===== config.mk =====
export PLATFORM = sky130hd
export DESIGN_NAME = zports_top
export DESIGN_NICKNAME = d
export VERILOG_FILES = /design/src/common/zports_pkg.sv /design/src/hw/zports_top.sv /design/src/hw/paging/page_ctl.sv /design/src/hw/sys_ctl.sv /design/src/hw/port_read.sv /design/src/hw/port_decode.sv
export SDC_FILE = /design/constraint.sdc
export NUM_CORES = 1
export LEC_CHECK = 0
export ABC_AREA = 0
export ABC_CLOCK_PERIOD_IN_PS = 3400
export BUFFER_PORTS_ARGS = -buffer_cell sky130_fd_sc_hd__buf_2
export CAP_MARGIN = 20
export CORE_MARGIN = 4
export CORE_UTILIZATION = 41
export CTS_BUF_LIST = sky130_fd_sc_hd__clkbuf_8
export CTS_CLUSTER_DIAMETER = 40
export DETAILED_ROUTE_END_ITERATION = 16
export PLACE_DENSITY = 0.81
export SETUP_SLACK_MARGIN = 0.5
export SYNTH_ARGS = -nofsm -noshare
export SYNTH_HDL_FRONTEND = slang
export SYNTH_SLANG_ARGS = --single-unit

===== constraint.sdc =====
create_clock -name clk -period 3.4 [get_ports clk]
set_clock_uncertainty 0.05 [all_clocks]
set_input_delay 0.68 -clock clk [delete_from_list [all_inputs] [get_ports clk]]
set_output_delay 0.68 -clock clk [all_outputs]
set_load 0.1 [all_outputs]

===== src/common/zports_pkg.sv =====
// I/O port block shared constants: port numbers, register indices, reset values, address view
package zports_pkg;

	// low address byte of each decoded port
	localparam logic [7:0] PORT_FE     = 8'hFE;	// keyboard, tape, border, beeper
	localparam logic [7:0] PORT_FD     = 8'hFD;	// #7FFD paging, AY with a15 set
	localparam logic [7:0] PORT_XT     = 8'hAF;	// extended registers #nnAF
	localparam logic [7:0] PORT_COVOX  = 8'hFB;
	localparam logic [7:0] PORT_KJOY   = 8'h1F;	// kempston joystick
	localparam logic [7:0] PORT_KMOUSE = 8'hDF;	// kempston mouse
	localparam logic [7:0] PORT_SDCFG  = 8'h77;	// sd card config
	localparam logic [7:0] PORT_SDDAT  = 8'h57;	// sd card data

	// extended register indices, carried in the high address byte
	localparam logic [7:0] XR_VCONF   = 8'h00;
	localparam logic [7:0] XR_VPAGE   = 8'h01;
	localparam logic [7:0] XR_TSCONF  = 8'h06;
	localparam logic [7:0] XR_PALSEL  = 8'h07;
	localparam logic [7:0] XR_XBORDER = 8'h0F;
	localparam logic [7:0] XR_RAMPAGE = 8'h10;	// base of #10..#13
	localparam logic [7:0] XR_FMADDR  = 8'h15;
	localparam logic [7:0] XR_SYSCONF = 8'h20;
	localparam logic [7:0] XR_MEMCONF = 8'h21;
	localparam logic [7:0] XR_IM2VECT = 8'h25;

	// read side index, shares its code with vconf
	localparam logic [7:0] XR_XSTAT   = 8'h00;

	// register contents after reset
	localparam logic [7:0] SYSCONF_RST  = 8'h01;	// turbo 7 MHz
	localparam logic [7:0] MEMCONF_RST  = 8'h04;	// rom map off
	localparam logic [7:0] IM2VECT_RST  = 8'hFF;
	localparam logic [7:0] RAMPAGE_RST0 = 8'h00;
	localparam logic [7:0] RAMPAGE_RST1 = 8'h05;
	localparam logic [7:0] RAMPAGE_RST2 = 8'h02;
	localparam logic [7:0] RAMPAGE_RST3 = 8'h00;

	// port select codes from the decoder to the read mux
	localparam int PSEL_W = 4;

	localparam logic [PSEL_W-1:0] PSEL_NONE   = 4'd0;	// no read data, bus sees #FF
	localparam logic [PSEL_W-1:0] PSEL_FE     = 4'd1;
	localparam logic [PSEL_W-1:0] PSEL_XT     = 4'd2;
	localparam logic [PSEL_W-1:0] PSEL_KJOY   = 4'd3;
	localparam logic [PSEL_W-1:0] PSEL_KMOUSE = 4'd4;
	localparam logic [PSEL_W-1:0] PSEL_SDCFG  = 4'd5;
	localparam logic [PSEL_W-1:0] PSEL_SDDAT  = 4'd6;

	// z80 i/o address, either as a plain word or as index over port byte
	typedef union packed
	{
		logic [15:0] raw;
		struct packed
		{
			logic [7:0] xreg;	// b register on OUT (C),r
			logic [7:0] port;
		} f;
	} zaddr_u;

endpackage

===== src/hw/zports_top.sv =====
// Z80 I/O port block top: address decode, read data, system registers and memory paging
module zports_top
	import zports_pkg::*;
(
	input  logic        clk,
	input  logic        rst,

	input  logic [7:0]  din,
	input  zaddr_u      a,
	input  logic        iord,	// level, for data enable
	input  logic        iowr_s,
	input  logic        iord_s,
	input  logic        wr,
	input  logic        opfetch,
	input  logic        dos,

	input  logic [4:0]  keys_in,
	input  logic        tape_read,
	input  logic [4:0]  kj_in,
	input  logic [7:0]  mus_in,
	input  logic [7:0]  sd_dataout,

	output logic [7:0]  dout,
	output logic        dataout,
	output logic        porthit,
	output logic        external_port,

	output logic        zborder_wr,
	output logic        beeper_wr,
	output logic        covox_wr,
	output logic        zvpage_wr,
	output logic        border_wr,
	output logic        vpage_wr,
	output logic        vconf_wr,
	output logic        tsconf_wr,
	output logic        palsel_wr,

	output logic [31:0] xt_page,
	output logic [4:0]  fmaddr,
	output logic [7:0]  sysconf,
	output logic [7:0]  memconf,
	output logic [7:0]  im2vect,

	output logic        sdcs_n,
	output logic        sd_start,
	output logic [7:0]  sd_datain
);

	logic [PSEL_W-1:0] port_sel;
	logic              xt_wr;
	logic              fe_wr;
	logic              fd_wr;
	logic              sd_cfg_wr;
	logic              sd_dat_wr;
	logic              sd_dat_rd;
	logic              xstat_rd;
	logic              pwr_up;

	// #FE write drives both border colour and beeper
	assign zborder_wr = fe_wr;
	assign beeper_wr  = fe_wr;

	port_decode decode_i
	(
		.a             (a),
		.iord          (iord),
		.iowr_s        (iowr_s),
		.iord_s        (iord_s),
		.dos           (dos),
		.port_sel      (port_sel),
		.porthit       (porthit),
		.external_port (external_port),
		.dataout       (dataout),
		.xt_wr         (xt_wr),
		.fe_wr         (fe_wr),
		.fd_wr         (fd_wr),
		.covox_wr      (covox_wr),
		.sd_cfg_wr     (sd_cfg_wr),
		.sd_dat_wr     (sd_dat_wr),
		.sd_dat_rd     (sd_dat_rd),
		.xstat_rd      (xstat_rd)
	);

	sys_ctl sys_i
	(
		.clk       (clk),
		.rst       (rst),
		.xt_wr     (xt_wr),
		.xreg      (a.f.xreg),
		.din       (din),
		.wr        (wr),
		.sd_cfg_wr (sd_cfg_wr),
		.sd_dat_wr (sd_dat_wr),
		.sd_dat_rd (sd_dat_rd),
		.xstat_rd  (xstat_rd),
		.sysconf   (sysconf),
		.im2vect   (im2vect),
		.fmaddr    (fmaddr),
		.sdcs_n    (sdcs_n),
		.pwr_up    (pwr_up),
		.vconf_wr  (vconf_wr),
		.vpage_wr  (vpage_wr),
		.tsconf_wr (tsconf_wr),
		.palsel_wr (palsel_wr),
		.border_wr (border_wr),
		.sd_start  (sd_start),
		.sd_datain (sd_datain)
	);

	page_ctl page_i
	(
		.clk       (clk),
		.rst       (rst),
		.a         (a),
		.din       (din),
		.opfetch   (opfetch),
		.xt_wr     (xt_wr),
		.fd_wr     (fd_wr),
		.xt_page   (xt_page),
		.memconf   (memconf),
		.zvpage_wr (zvpage_wr)
	);

	port_read read_i
	(
		.port_sel   (port_sel),
		.xreg       (a.f.xreg),
		.pwr_up     (pwr_up),
		.xt_page    (xt_page),
		.keys_in    (keys_in),
		.tape_read  (tape_read),
		.kj_in      (kj_in),
		.mus_in     (mus_in),
		.sd_dataout (sd_dataout),
		.dout       (dout)
	);

endmodule


===== src/hw/paging/page_ctl.sv =====
// memory paging: rampage and memconf registers, #7FFD port with lock48 and lock128
module page_ctl
	import zports_pkg::*;
(
	input  logic        clk,
	input  logic        rst,
	input  zaddr_u      a,
	input  logic [7:0]  din,
	input  logic        opfetch,
	input  logic        xt_wr,
	input  logic        fd_wr,

	output logic [31:0] xt_page,
	output logic [7:0]  memconf,
	output logic        zvpage_wr
);

	logic [7:0] rampage [0:3];
	logic       lck48;		// set by #7FFD bit 5, until reset
	logic       m1_lock128;	// from last fetched opcode
	logic       lock128;
	logic       rampage_hit;

	assign xt_page = {rampage[3], rampage[2], rampage[1], rampage[0]};

	// memconf bit 7 picks the lock source, bit 6 is the static lock
	assign lock128 = memconf[7] ? m1_lock128 : memconf[6];

	assign zvpage_wr   = fd_wr && !lck48;
	assign rampage_hit = (a.f.xreg[7:2] == XR_RAMPAGE[7:2]);

	always_ff @(posedge clk)
	begin
		if (rst)
			m1_lock128 <= 1'b0;
		else if (opfetch)
			m1_lock128 <= (din[7] == din[6]);
	end

	always_ff @(posedge clk)
	begin
		if (rst)
		begin
			memconf    <= MEMCONF_RST;
			rampage[0] <= RAMPAGE_RST0;
			rampage[1] <= RAMPAGE_RST1;
			rampage[2] <= RAMPAGE_RST2;
			rampage[3] <= RAMPAGE_RST3;
			lck48      <= 1'b0;
		end
		else if (zvpage_wr)
		begin
			memconf[0] <= din[4];	// rom select
			// bits 7:6 extend the page to 512K unless locked
			rampage[3] <= {3'b000, lock128 ? 2'b00 : din[7:6], din[2:0]};
			lck48      <= din[5];
		end
		else if (xt_wr)
		begin
			if (rampage_hit)
				rampage[a.f.xreg[1:0]] <= din;
			if (a.f.xreg == XR_MEMCONF)
				memconf <= din;
		end
	end

endmodule


===== src/hw/sys_ctl.sv =====
// #nnAF system registers, video register strobes, sd card control and power-up flag
module sys_ctl
	import zports_pkg::*;
(
	input  logic       clk,
	input  logic       rst,
	input  logic       xt_wr,
	input  logic [7:0] xreg,
	input  logic [7:0] din,
	input  logic       wr,
	input  logic       sd_cfg_wr,
	input  logic       sd_dat_wr,
	input  logic       sd_dat_rd,
	input  logic       xstat_rd,

	output logic [7:0] sysconf,
	output logic [7:0] im2vect,
	output logic [4:0] fmaddr,
	output logic       sdcs_n,
	output logic       pwr_up,
	output logic       vconf_wr,
	output logic       vpage_wr,
	output logic       tsconf_wr,
	output logic       palsel_wr,
	output logic       border_wr,
	output logic       sd_start,
	output logic [7:0] sd_datain
);

	// video registers themselves sit in the video block
	assign vconf_wr  = xt_wr && (xreg == XR_VCONF);
	assign vpage_wr  = xt_wr && (xreg == XR_VPAGE);
	assign tsconf_wr = xt_wr && (xreg == XR_TSCONF);
	assign palsel_wr = xt_wr && (xreg == XR_PALSEL);
	assign border_wr = xt_wr && (xreg == XR_XBORDER);

	always_ff @(posedge clk)
	begin
		if (rst)
		begin
			sysconf <= SYSCONF_RST;
			im2vect <= IM2VECT_RST;
			fmaddr  <= 5'd0;	// palette map window closed
		end
		else if (xt_wr)
		begin
			case (xreg)
				XR_SYSCONF:
					sysconf <= din;
				XR_IM2VECT:
					im2vect <= din;
				XR_FMADDR:
					fmaddr <= din[4:0];
				default:
					;
			endcase
		end
	end

	// card deselected until software says otherwise
	always_ff @(posedge clk)
	begin
		if (rst)
			sdcs_n <= 1'b1;
		else if (sd_cfg_wr)
			sdcs_n <= din[1];
	end

	// a data read also clocks one spi byte, shifting out #FF
	assign sd_start  = sd_dat_wr || sd_dat_rd;
	assign sd_datain = wr ? din : 8'hFF;

	// first status read still sees 1, cleared behind it
	always_ff @(posedge clk)
	begin
		if (rst)
			pwr_up <= 1'b1;
		else if (xstat_rd)
			pwr_up <= 1'b0;
	end

endmodule


===== src/hw/port_read.sv =====
// read data multiplexer for the internal ports
module port_read
	import zports_pkg::*;
(
	input  logic [PSEL_W-1:0] port_sel,
	input  logic [7:0]        xreg,
	input  logic              pwr_up,
	input  logic [31:0]       xt_page,
	input  logic [4:0]        keys_in,
	input  logic              tape_read,
	input  logic [4:0]        kj_in,
	input  logic [7:0]        mus_in,
	input  logic [7:0]        sd_dataout,

	output logic [7:0]        dout
);

	logic [7:0] xt_dout;
	logic [7:0] page_byte;

	assign page_byte = xt_page[xreg[1:0]*8 +: 8];

	// only status and the upper two page registers read back
	always_comb
	begin
		if (xreg == XR_XSTAT)
			xt_dout = {1'b0, pwr_up, 6'b000000};
		else if (xreg == (XR_RAMPAGE + 8'd2) || xreg == (XR_RAMPAGE + 8'd3))
			xt_dout = page_byte;
		else
			xt_dout = 8'hFF;
	end

	always_comb
	begin
		case (port_sel)
			PSEL_FE:
				dout = {1'b1, tape_read, 1'b0, keys_in};
			PSEL_XT:
				dout = xt_dout;
			PSEL_KJOY:
				dout = {3'b000, kj_in};
			PSEL_KMOUSE:
				dout = mus_in;
			PSEL_SDCFG:
				dout = 8'h00;	// card present, not write protected
			PSEL_SDDAT:
				dout = sd_dataout;
			default:
				dout = 8'hFF;	// idle bus
		endcase
	end

endmodule


===== src/hw/port_decode.sv =====
// I/O address decoder: port select, bus hit, read enable and per-port strobes
module port_decode
	import zports_pkg::*;
(
	input  zaddr_u            a,
	input  logic              iord,
	input  logic              iowr_s,
	input  logic              iord_s,
	input  logic              dos,

	output logic [PSEL_W-1:0] port_sel,
	output logic              porthit,
	output logic              external_port,
	output logic              dataout,
	output logic              xt_wr,
	output logic              fe_wr,
	output logic              fd_wr,
	output logic              covox_wr,
	output logic              sd_cfg_wr,
	output logic              sd_dat_wr,
	output logic              sd_dat_rd,
	output logic              xstat_rd
);

	logic fd_hit;
	logic fb_hit;
	logic xt_hit;

	assign fd_hit = (a.f.port == PORT_FD);
	assign fb_hit = (a.f.port == PORT_COVOX);
	assign xt_hit = (a.f.port == PORT_XT);

	// ports with read data, joystick and sd vanish while dos rom is paged in
	always_comb
	begin
		port_sel = PSEL_NONE;
		case (a.f.port)
			PORT_FE:
				port_sel = PSEL_FE;
			PORT_XT:
				port_sel = PSEL_XT;
			PORT_KMOUSE:
				port_sel = PSEL_KMOUSE;
			PORT_KJOY:
				if (!dos)
					port_sel = PSEL_KJOY;
			PORT_SDCFG:
				if (!dos)
					port_sel = PSEL_SDCFG;
			PORT_SDDAT:
				if (!dos)
					port_sel = PSEL_SDDAT;
			default:
				port_sel = PSEL_NONE;
		endcase
	end

	// #FD and #FB are write-only but still claimed on the bus
	assign porthit = (port_sel != PSEL_NONE) || fd_hit || fb_hit;

	assign external_port = fd_hit && a.raw[15];	// AY lives outside
	assign dataout       = porthit && iord && !external_port;

	assign xt_wr     = xt_hit && iowr_s;
	assign fe_wr     = (port_sel == PSEL_FE) && iowr_s;
	assign fd_wr     = fd_hit && !a.raw[15] && iowr_s;	// #7FFD, lock applied later
	assign covox_wr  = fb_hit && iowr_s;
	assign sd_cfg_wr = (port_sel == PSEL_SDCFG) && iowr_s;
	assign sd_dat_wr = (port_sel == PSEL_SDDAT) && iowr_s;
	assign sd_dat_rd = (port_sel == PSEL_SDDAT) && iord_s;

	assign xstat_rd = xt_hit && (a.f.xreg == XR_XSTAT) && iord_s;

endmodule


==> results of run 1 <==
kinds of logic (layout without fill, tap and decap cells):
| family | Yosys count | after routing |
|---|---|---|
| AND/OR/NAND/NOR | 168 | 168 |
| AO/OA/AOI/OAI | 79 | 79 |
| flip-flops | 65 | 65 |
| buffers and inverters | 34 | 193 |
| multiplexers | 15 | 15 |
| XOR/XNOR | 1 | 1 |
through the flow:
step / cells / setup WS [ns] / util
global placement: 598 / 0.3017 / 0.5773
global route: 626 / 0.3327 / 0.6301
CTS: 623 / 0.3578 / 0.6198
detailed placement: 598 / 0.2883 / 0.5773
floorplan: 362 / -0.3952 / -
finish: 626 / 0.3563 / 0.6301
power breakdown:
part           internal [W]  switching, W  total, W
combinational     0.0000908      0.000322  0.000413
clock              0.000371      0.000282  0.000653
sequential         0.000839    0.00000715  0.000846
total               0.00130      0.000612   0.00191
worst register-to-register path: cells and delay by family (launching register included):
| kind | cells | cell delay, ns |
|---|---|---|
| buffers and inverters | 2 | 0.46 |
| AO/OA/AOI/OAI | 1 | 0.10 |
| AND/OR/NAND/NOR | 3 | 0.91 |
| flip-flops | 1 | 0.32 |
area by class of cell:
class | count | share of cell area
clock buffer | 11 | 0.02867
clock inverter | 5 | 0.009003
inverter | 4 | 0.002843
multi-input combinational | 263 | 0.4037
sequential | 65 | 0.3070
tap | 105 | 0.02488
timing repair buffer | 173 | 0.2239
timing repair:
action	4_1_cts	5_1_grt
pin swaps	6	14
buffers inserted	9	3
resized for setup	22	16
setup endpoints to repair	15	17
flip-flops by register name (all words and copies together) (netlist names):
name	cells
sys_i.pwr_up	1
sys_i.fmaddr	5
sys_i.im2vect	8
page_i.memconf	8
page_i.m1_lock128	1
page_i.lck48	1
sys_i.sysconf	8
page_i.rampage	32
sys_i.sdcs_n	1
layer usage:
layer	part of all wire	up-vias	track usage
li1	-	1684	-
met1	0.40	1755	0.2711
met2	0.50	164	0.3617
met3	0.081	24	0.06336
met4	0.025	0	0.08896
met5	0	-	0
cell usage in the layout, fill, tap and decap left out, drive strengths merged, types with 16 or more instances in the layout:
| cell type | count |
|---|---|
| buf | 169 |
| dfxtp | 33 |
| edfxtp | 32 |
| nand3 | 26 |
| o21ai | 21 |
| nor2 | 20 |
| nand2 | 19 |
| and2 | 18 |
| a21oi | 16 |
worst min-delay path by stage:
stage	endpoint	slack, ns	cells past startpoint
2_1_floorplan	sys_i.pwr_up	0.38	1
3_3_place_gp	sys_i.pwr_up	0.40	1
3_5_place_dp	sys_i.pwr_up	0.40	1
4_1_cts	sys_i.pwr_up	0.42	1
5_1_grt	sys_i.pwr_up	0.44	1
6_report	sys_i.sdcs_n	0.42	2
==> run summary, run 1 <==
OUTCOME
---------------------------------------------------------------------------------
Outcome ............................................................    completed

YOSYS
---------------------------------------------------------------------------------
Number of flops mapped to enable cells by yosys ....................           32
Area share of xor/xnor cells in the synthesized design .............     0.002439
Leading post-synthesis cells by cell area .......................... edfxtp_1 (27%), dfxtp_1 (18%), nand3_1 (3.6%)
Seq cells post-synth ...............................................           65
Nets in the synthesized netlist ....................................          421
Cell taking the most area after synthesis ..........................     edfxtp_1
Prevailing post-synth register cell ................................      dfxtp_1
Synthesized netlist cell count .....................................          362
Mapped Avg Cell Area ...............................................    9.920 um2
Compound-Gate Fraction of Synth Area ...............................       0.1477
Distinct cell type count after synthesis ...........................           59
Netlist Area Pre-Place .............................................     3591 um2
Multiplexer share of the synthesized area ..........................      0.04425
Main combinational cell family by area after synthesis ............. simple AND/OR/NAND/NOR gates
Simple-gate area share of the yosys netlist ........................       0.3105
Fraction of synthesis flops using an asynchronous set or reset pin .            0
Area share of the largest cell type after synthesis ................       0.2676
Cell with the most instances after synthesis .......................      dfxtp_1
Commonest cells post-synth ......................................... dfxtp_1 (33), edfxtp_1 (32), nand3_1 (26)
Part of the Yosys area used for sequential elements ................       0.4516
Adder and majority cell fraction of the synthesized area ...........            0
Number of warning messages in the yosys log ........................            0

CTS
---------------------------------------------------------------------------------
H-tree depth reported by CTS .......................................            3
Clock insertion delay at the later pin of the skew report ..........      0.34 ns
Clock tree from TritonCTS ..........................................        built
Clock buffers created by TritonCTS .................................            9
CTS Hold Buffers Added .............................................            0
CTS sink cnt .......................................................           65
Library cell used as clock root buffer .............................     clkbuf_8
Reg clk slew, reported paths .......................................      0.07 ns
CTS max path bufs ..................................................            2

WORST SETUP PATH
---------------------------------------------------------------------------------
Critical-path cell list ............................................ buf_8 -> or4b_4 -> a211o_4 -> and3b_2 -> buf_6 -> nand2_4 -> buf_12
Slowest stage delay, CP ............................................      0.55 ns
Crit path max-delay family ......................................... simple AND/OR/NAND/NOR gates
Worst setup EP type ................................................ primary output
Startpoint of the worst register-to-register path .................. page_i.lck48
Master of the slowest instance on the critical path ................       or4b_4
Category of the most critical setup path ........................... primary input to primary output
Destination of the worst register-to-register timing path .......... page_i.rampage[3][3]
Depth of the worst register-to-register path .......................            6
Worst Path Required ................................................      2.67 ns
CP Launch Point ....................................................          dos
Worst R2R Setup Slack ..............................................      1.27 ns
Startpoint Class ................................................... primary input
Worst EP arrival ...................................................      2.31 ns
CP bufs+invs .......................................................            3
Stages on worst setup path .........................................            7
Endpoint of the most critical setup path ...........................      porthit
Highest fanout seen on the critical path ...........................            3

POWER
---------------------------------------------------------------------------------
Worst VDD drop .....................................................     270.0 uV
Final Power ........................................................   0.001912 W
Static leakage .....................................................     2.071 nW
Ratio of total power to cell area .................................. 362.1 nW/um2

TIMING
---------------------------------------------------------------------------------
Slew Limit Fails ...................................................            0
Unrepaired setup endpoints after global routing ....................          yes
Share of the cycle needed by the critical path after routing .......       0.8952
Worst hold margin ..................................................    0.4151 ns
Max Fclk ...........................................................    328.5 MHz
Worst rel slew slack ...............................................       0.5272
Setup_tns ..........................................................         0 ns
Hold violation total from the final report .........................            0
Fin crit period ....................................................     3.044 ns
Transition at the pin with the smallest max-transition slack .......    0.7073 ns
Final setup violating endpoints ....................................            0

ROUTING
---------------------------------------------------------------------------------
Via total after detailed routing ...................................         3627
DRT antenna net count ..............................................            0
Count of unresolved DRC violations after routing ...................            0
Mean number of vias per cell .......................................        5.794
Drt initial violations .............................................          250
First-pass iteration count of the detailed router ..................            5
Wire length per cell after detailed routing ........................     18.68 um
Total routed wirelength ............................................     11.70 mm

FINAL LAYOUT
---------------------------------------------------------------------------------
Final cell area excluding filler cells .............................     5281 um2
Total area of sequential cells .....................................     1622 um2
Number of fillers in the final layout ..............................          676
Layout cells sized above 1 .........................................       0.4837
Area of combinational cells with multiple inputs ...................     2132 um2
Final nets .........................................................          575
Area growth, synth to finish .......................................       47.07%
Diodes inserted ....................................................            0

FLOORPLANNING
---------------------------------------------------------------------------------
Placement row count ................................................           33
Area of the core region ............................................     8382 um2
Starting density of the core .......................................       0.4284
Die Footprint ......................................................    10320 um2
Die Y-Extent .......................................................     101.6 um
Horizontal die dimension ...........................................     101.6 um
# IOs ..............................................................          150

GRT
---------------------------------------------------------------------------------
Antenna violations before repair ...................................            0
Global route overflow ..............................................            0
GRT Resource Usage Total ...........................................       0.2198
Maximum number of pins on one net before global-route repair .......           36
Via count of the first global-routing pass .........................         3460
Global-route wire length before repair .............................     17.47 mm

MIN PATH
---------------------------------------------------------------------------------
Hold Path Origin ................................................... sys_i.sdcs_n
Path type of the worst min-delay path .............................. register to register

RUN
---------------------------------------------------------------------------------
Max cap viols ......................................................            0

PLACEMENT
---------------------------------------------------------------------------------
Global placement routability congestion ............................       0.8448
Number of buffers added on ports ...................................          149
HPWL after detailed placement ......................................     8.449 mm
Placed inst area ...................................................     4838 um2

Power figures use the tool's default switching activity.
==> inputs of run 2 (changes only) <==
HOLD_SLACK_MARGIN = 0.12   (was default)
PLACE_DENSITY = 0.8   (was 0.81)
SYNTH_HIERARCHICAL = 1   (was default)
==> run summary, run 2 <==
OUTCOME
---------------------------------------------------------------------------------
Outcome ............................................................ finished, violations left
Violated checks .................................................... setup timing

CTS
---------------------------------------------------------------------------------
Clock insertion delay at the later pin of the skew report ..........      0.33 ns   about the same
Clock tree from TritonCTS ..........................................        built
CTS max path bufs ..................................................            2   unchanged
Library cell used as clock root buffer .............................     clkbuf_8
CTS Hold Buffers Added .............................................            0   unchanged
H-tree depth reported by CTS .......................................            3   unchanged
Clock buffers created by TritonCTS .................................            9   unchanged
Reg clk slew, reported paths .......................................      0.06 ns   about the same
CTS sink cnt .......................................................           65   unchanged

TIMING
---------------------------------------------------------------------------------
Setup_tns ..........................................................    -1.673 ns   -1.673 ns
Unrepaired setup endpoints after global routing ....................          yes
Max Fclk ...........................................................    277.0 MHz   -16%
Worst rel slew slack ...............................................       0.4432   -0.08401
Share of the cycle needed by the critical path after routing .......        1.062   +0.1665
Transition at the pin with the smallest max-transition slack .......    0.8236 ns   +0.1163 ns
Hold violation total from the final report .........................            0   unchanged
Fin crit period ....................................................     3.610 ns   +0.5661 ns
Slack of the critical path .........................................   -0.2098 ns   -0.5661 ns
Slew Limit Fails ...................................................            0   unchanged
Final setup violating endpoints ....................................           12   +12

POWER
---------------------------------------------------------------------------------
Static leakage .....................................................     2.482 nW   +20%
Final Power ........................................................   0.002077 W   +8.6%
Worst VDD drop .....................................................     275.8 uV   +2.2%
Ratio of total power to cell area .................................. 336.4 nW/um2   -7.1%

FLOORPLANNING
---------------------------------------------------------------------------------
Placement row count ................................................           35   +6.1%
Horizontal die dimension ...........................................     105.5 um   +3.8%
# IOs ..............................................................          150   unchanged
Die Footprint ......................................................    11120 um2   +7.8%
Die Y-Extent .......................................................     105.5 um   +3.8%
Starting density of the core .......................................       0.4214   -0.007027
Area of the core region ............................................     9240 um2   +10%

YOSYS
---------------------------------------------------------------------------------
Prevailing post-synth register cell ................................      dfxtp_1
Fraction of synthesis flops using an asynchronous set or reset pin .            0   unchanged
Number of warning messages in the yosys log ........................            6   +6
Number of flops mapped to enable cells by yosys ....................           32   unchanged
Cell taking the most area after synthesis ..........................     edfxtp_1
Nets in the synthesized netlist ....................................          451   +7.1%
Seq cells post-synth ...............................................           65   unchanged
Cell with the most instances after synthesis .......................      dfxtp_1
Leading post-synthesis cells by cell area .......................... edfxtp_1 (25%), dfxtp_1 (17%), mux2i_1 (8.0%)
Synthesized netlist cell count .....................................          392   +8.3%
Area share of the largest cell type after synthesis ................       0.2468   -0.02081
Part of the Yosys area used for sequential elements ................       0.4165   -0.03512
Distinct cell type count after synthesis ...........................           60   +1.7%
Commonest cells post-synth ......................................... dfxtp_1 (33), edfxtp_1 (32), mux2i_1 (31)
Mapped Avg Cell Area ...............................................    9.933 um2   +0.13%
Netlist Area Pre-Place .............................................     3894 um2   +8.4%

GRT
---------------------------------------------------------------------------------
Global route overflow ..............................................            0   unchanged
Via count of the first global-routing pass .........................         4076   +18%
Antenna violations before repair ...................................            0   unchanged
Maximum number of pins on one net before global-route repair .......           48   +33%
Global-route wire length before repair .............................     20.27 mm   +16%
GRT Resource Usage Total ...........................................       0.2257   +0.005880

ROUTING
---------------------------------------------------------------------------------
Wire length per cell after detailed routing ........................     18.16 um   -2.8%
Drt initial violations .............................................          305   +22%
Mean number of vias per cell .......................................        5.519   -4.8%
First-pass iteration count of the detailed router ..................            4   -1
DRT antenna net count ..............................................            0   unchanged
Count of unresolved DRC violations after routing ...................            0   unchanged
Total routed wirelength ............................................     13.21 mm   +13%
Via total after detailed routing ...................................         4012   +11%

FINAL LAYOUT
---------------------------------------------------------------------------------
Area growth, synth to finish .......................................       58.58%
Register name with the most flops .................................. page_i/rampage
Commonest non-fill, non-tap cell in the layout .....................        buf_2
Commonest non-fill, non-tap cells in the layout .................... buf_2 (123), buf_4 (53), dfxtp_1 (33), edfxtp_1 (32), mux2i_1 (31)
Number of fillers in the final layout ..............................          685   +1.3%
Largest register FFs ...............................................           32   unchanged
Diodes inserted ....................................................            0   unchanged
Final cell area excluding filler cells .............................     6175 um2   +17%
Final nets .........................................................          652   +13%
Layout cells sized above 1 .........................................       0.5151   +0.03136

WORST SETUP PATH
---------------------------------------------------------------------------------
Worst setup EP type ................................................ primary output
Startpoint Class ................................................... primary input
Worst EP arrival ...................................................      2.88 ns   +0.57 ns
Worst Path Required ................................................      2.67 ns   about the same
Depth of the worst register-to-register path .......................            5   -1
Highest fanout seen on the critical path ...........................            7   +4
Category of the most critical setup path ........................... primary input to primary output

RUN
---------------------------------------------------------------------------------
Max cap viols ......................................................            0   unchanged

MIN PATH
---------------------------------------------------------------------------------
Hold Path Depth ....................................................            2   unchanged
Path type of the worst min-delay path .............................. register to register

PLACEMENT
---------------------------------------------------------------------------------
Placed inst area ...................................................     5459 um2   +13%
Post-placement worst setup slack ...................................   -0.3899 ns   -0.6782 ns
Global placement routability congestion ............................       0.8846   +4.7%
Number of buffers added on ports ...................................          149   unchanged
HPWL after detailed placement ......................................     9.337 mm   +11%

==> run 2: cell types whose count changed after synthesis, moves of 9 or more <==
cell and delta:
mux2i_1 +23, nand3_1 -21, nand2b_1 +19, o21ai_0 -19, and2_1 -15, nor4_1 +15
a22oi_1 -11, inv_1 +11, o31ai_1 +11, or4_1 +9
==> run 2: path summary, 6_finish.rpt <==
check	startpoint	to	slack, ns
setup / recovery	dos	dout[4]	-0.21
hold / removal	page_i/memconf[5]	page_i/memconf[5]	0.41
setup reg to reg	page_i/lck48	page_i/rampage[1][2]	1.59
hold reg to reg	page_i/memconf[5]	page_i/memconf[5]	0.41
==> run 2: power breakdown <==
part | internal, W | leakage, nW | switching (W)
Combinational | 0.000121 | 1.79 | 0.000341
Sequential | 0.000839 | 0.574 | 0.00000784
Clock | 0.000480 | 0.118 | 0.000289
Total | 0.00144 | 2.48 | 0.000637
==> run 2: layer usage <==
| metal | vias up | track usage | share of wire | wire length [um] |
|---|---|---|---|---|
| li1 | 1880 | - | - | - |
| met4 | 0 | 0.06654 | 0.018 | 236 |
| met5 | - | 0 | 0 | 0 |
| met2 | 181 | 0.3857 | 0.50 | 6567 |
| met1 | 1929 | 0.2766 | 0.40 | 5325 |
| met3 | 22 | 0.06307 | 0.081 | 1075 |
==> run 2: worst max-delay path: stages <==
cell,delay [ns]
buf_6,0.09
or4b_4,0.55
buf_4,0.16
nor4_4,0.15
a211oi_2,0.09
inv_2,0.13
nor4b_4,0.06
o31ai_4,0.12
a21oi_1,0.08
or4_4,0.57
buf_12,0.18
==> run 2: what timing repair did <==
item / 4_1_cts / 5_1_grt
pin swaps: 17 / 16
gates resized for setup: 33 / 26
gates cloned: 1 / 1
setup endpoints to repair: 62 / 62
setup buffers: 14 / 9
==> run 2: through the flow <==
step           cells  hold WS [ns]    util
2_1_floorplan    392        0.3769       -
3_3_place_gp     686        0.3914  0.5908
3_5_place_dp     686        0.4011  0.5908
4_1_cts          717        0.4113  0.6447
5_1_grt          727        0.4224  0.6682
6_report         727        0.4087  0.6682
==> run 2: final cells by class <==
class / count / area, um2 / area share
clock buffer: 9 / 123.9 / 0.02006
timing repair buffer: 214 / 1642 / 0.2659
inverter: 16 / 66.31 / 0.01074
multi-input combinational: 286 / 2442 / 0.3955
clock inverter: 7 / 110.1 / 0.01783
sequential: 65 / 1622 / 0.2626
timing repair inverter: 1 / 7.507 / 0.001216
tap: 129 / 161.4 / 0.02614
==> run 2: logic make-up after synthesis <==
| kind of cell | synth area share |
|---|---|
| AOI/OAI and AO/OA | 0.1321 |
| xor gates and xnor gates | 0.004500 |
| buffers and inverters | 0.04948 |
| DFF | 0.4165 |
| muxes | 0.09994 |
| other | 0.0009631 |
| and+or+nand+nor | 0.2966 |
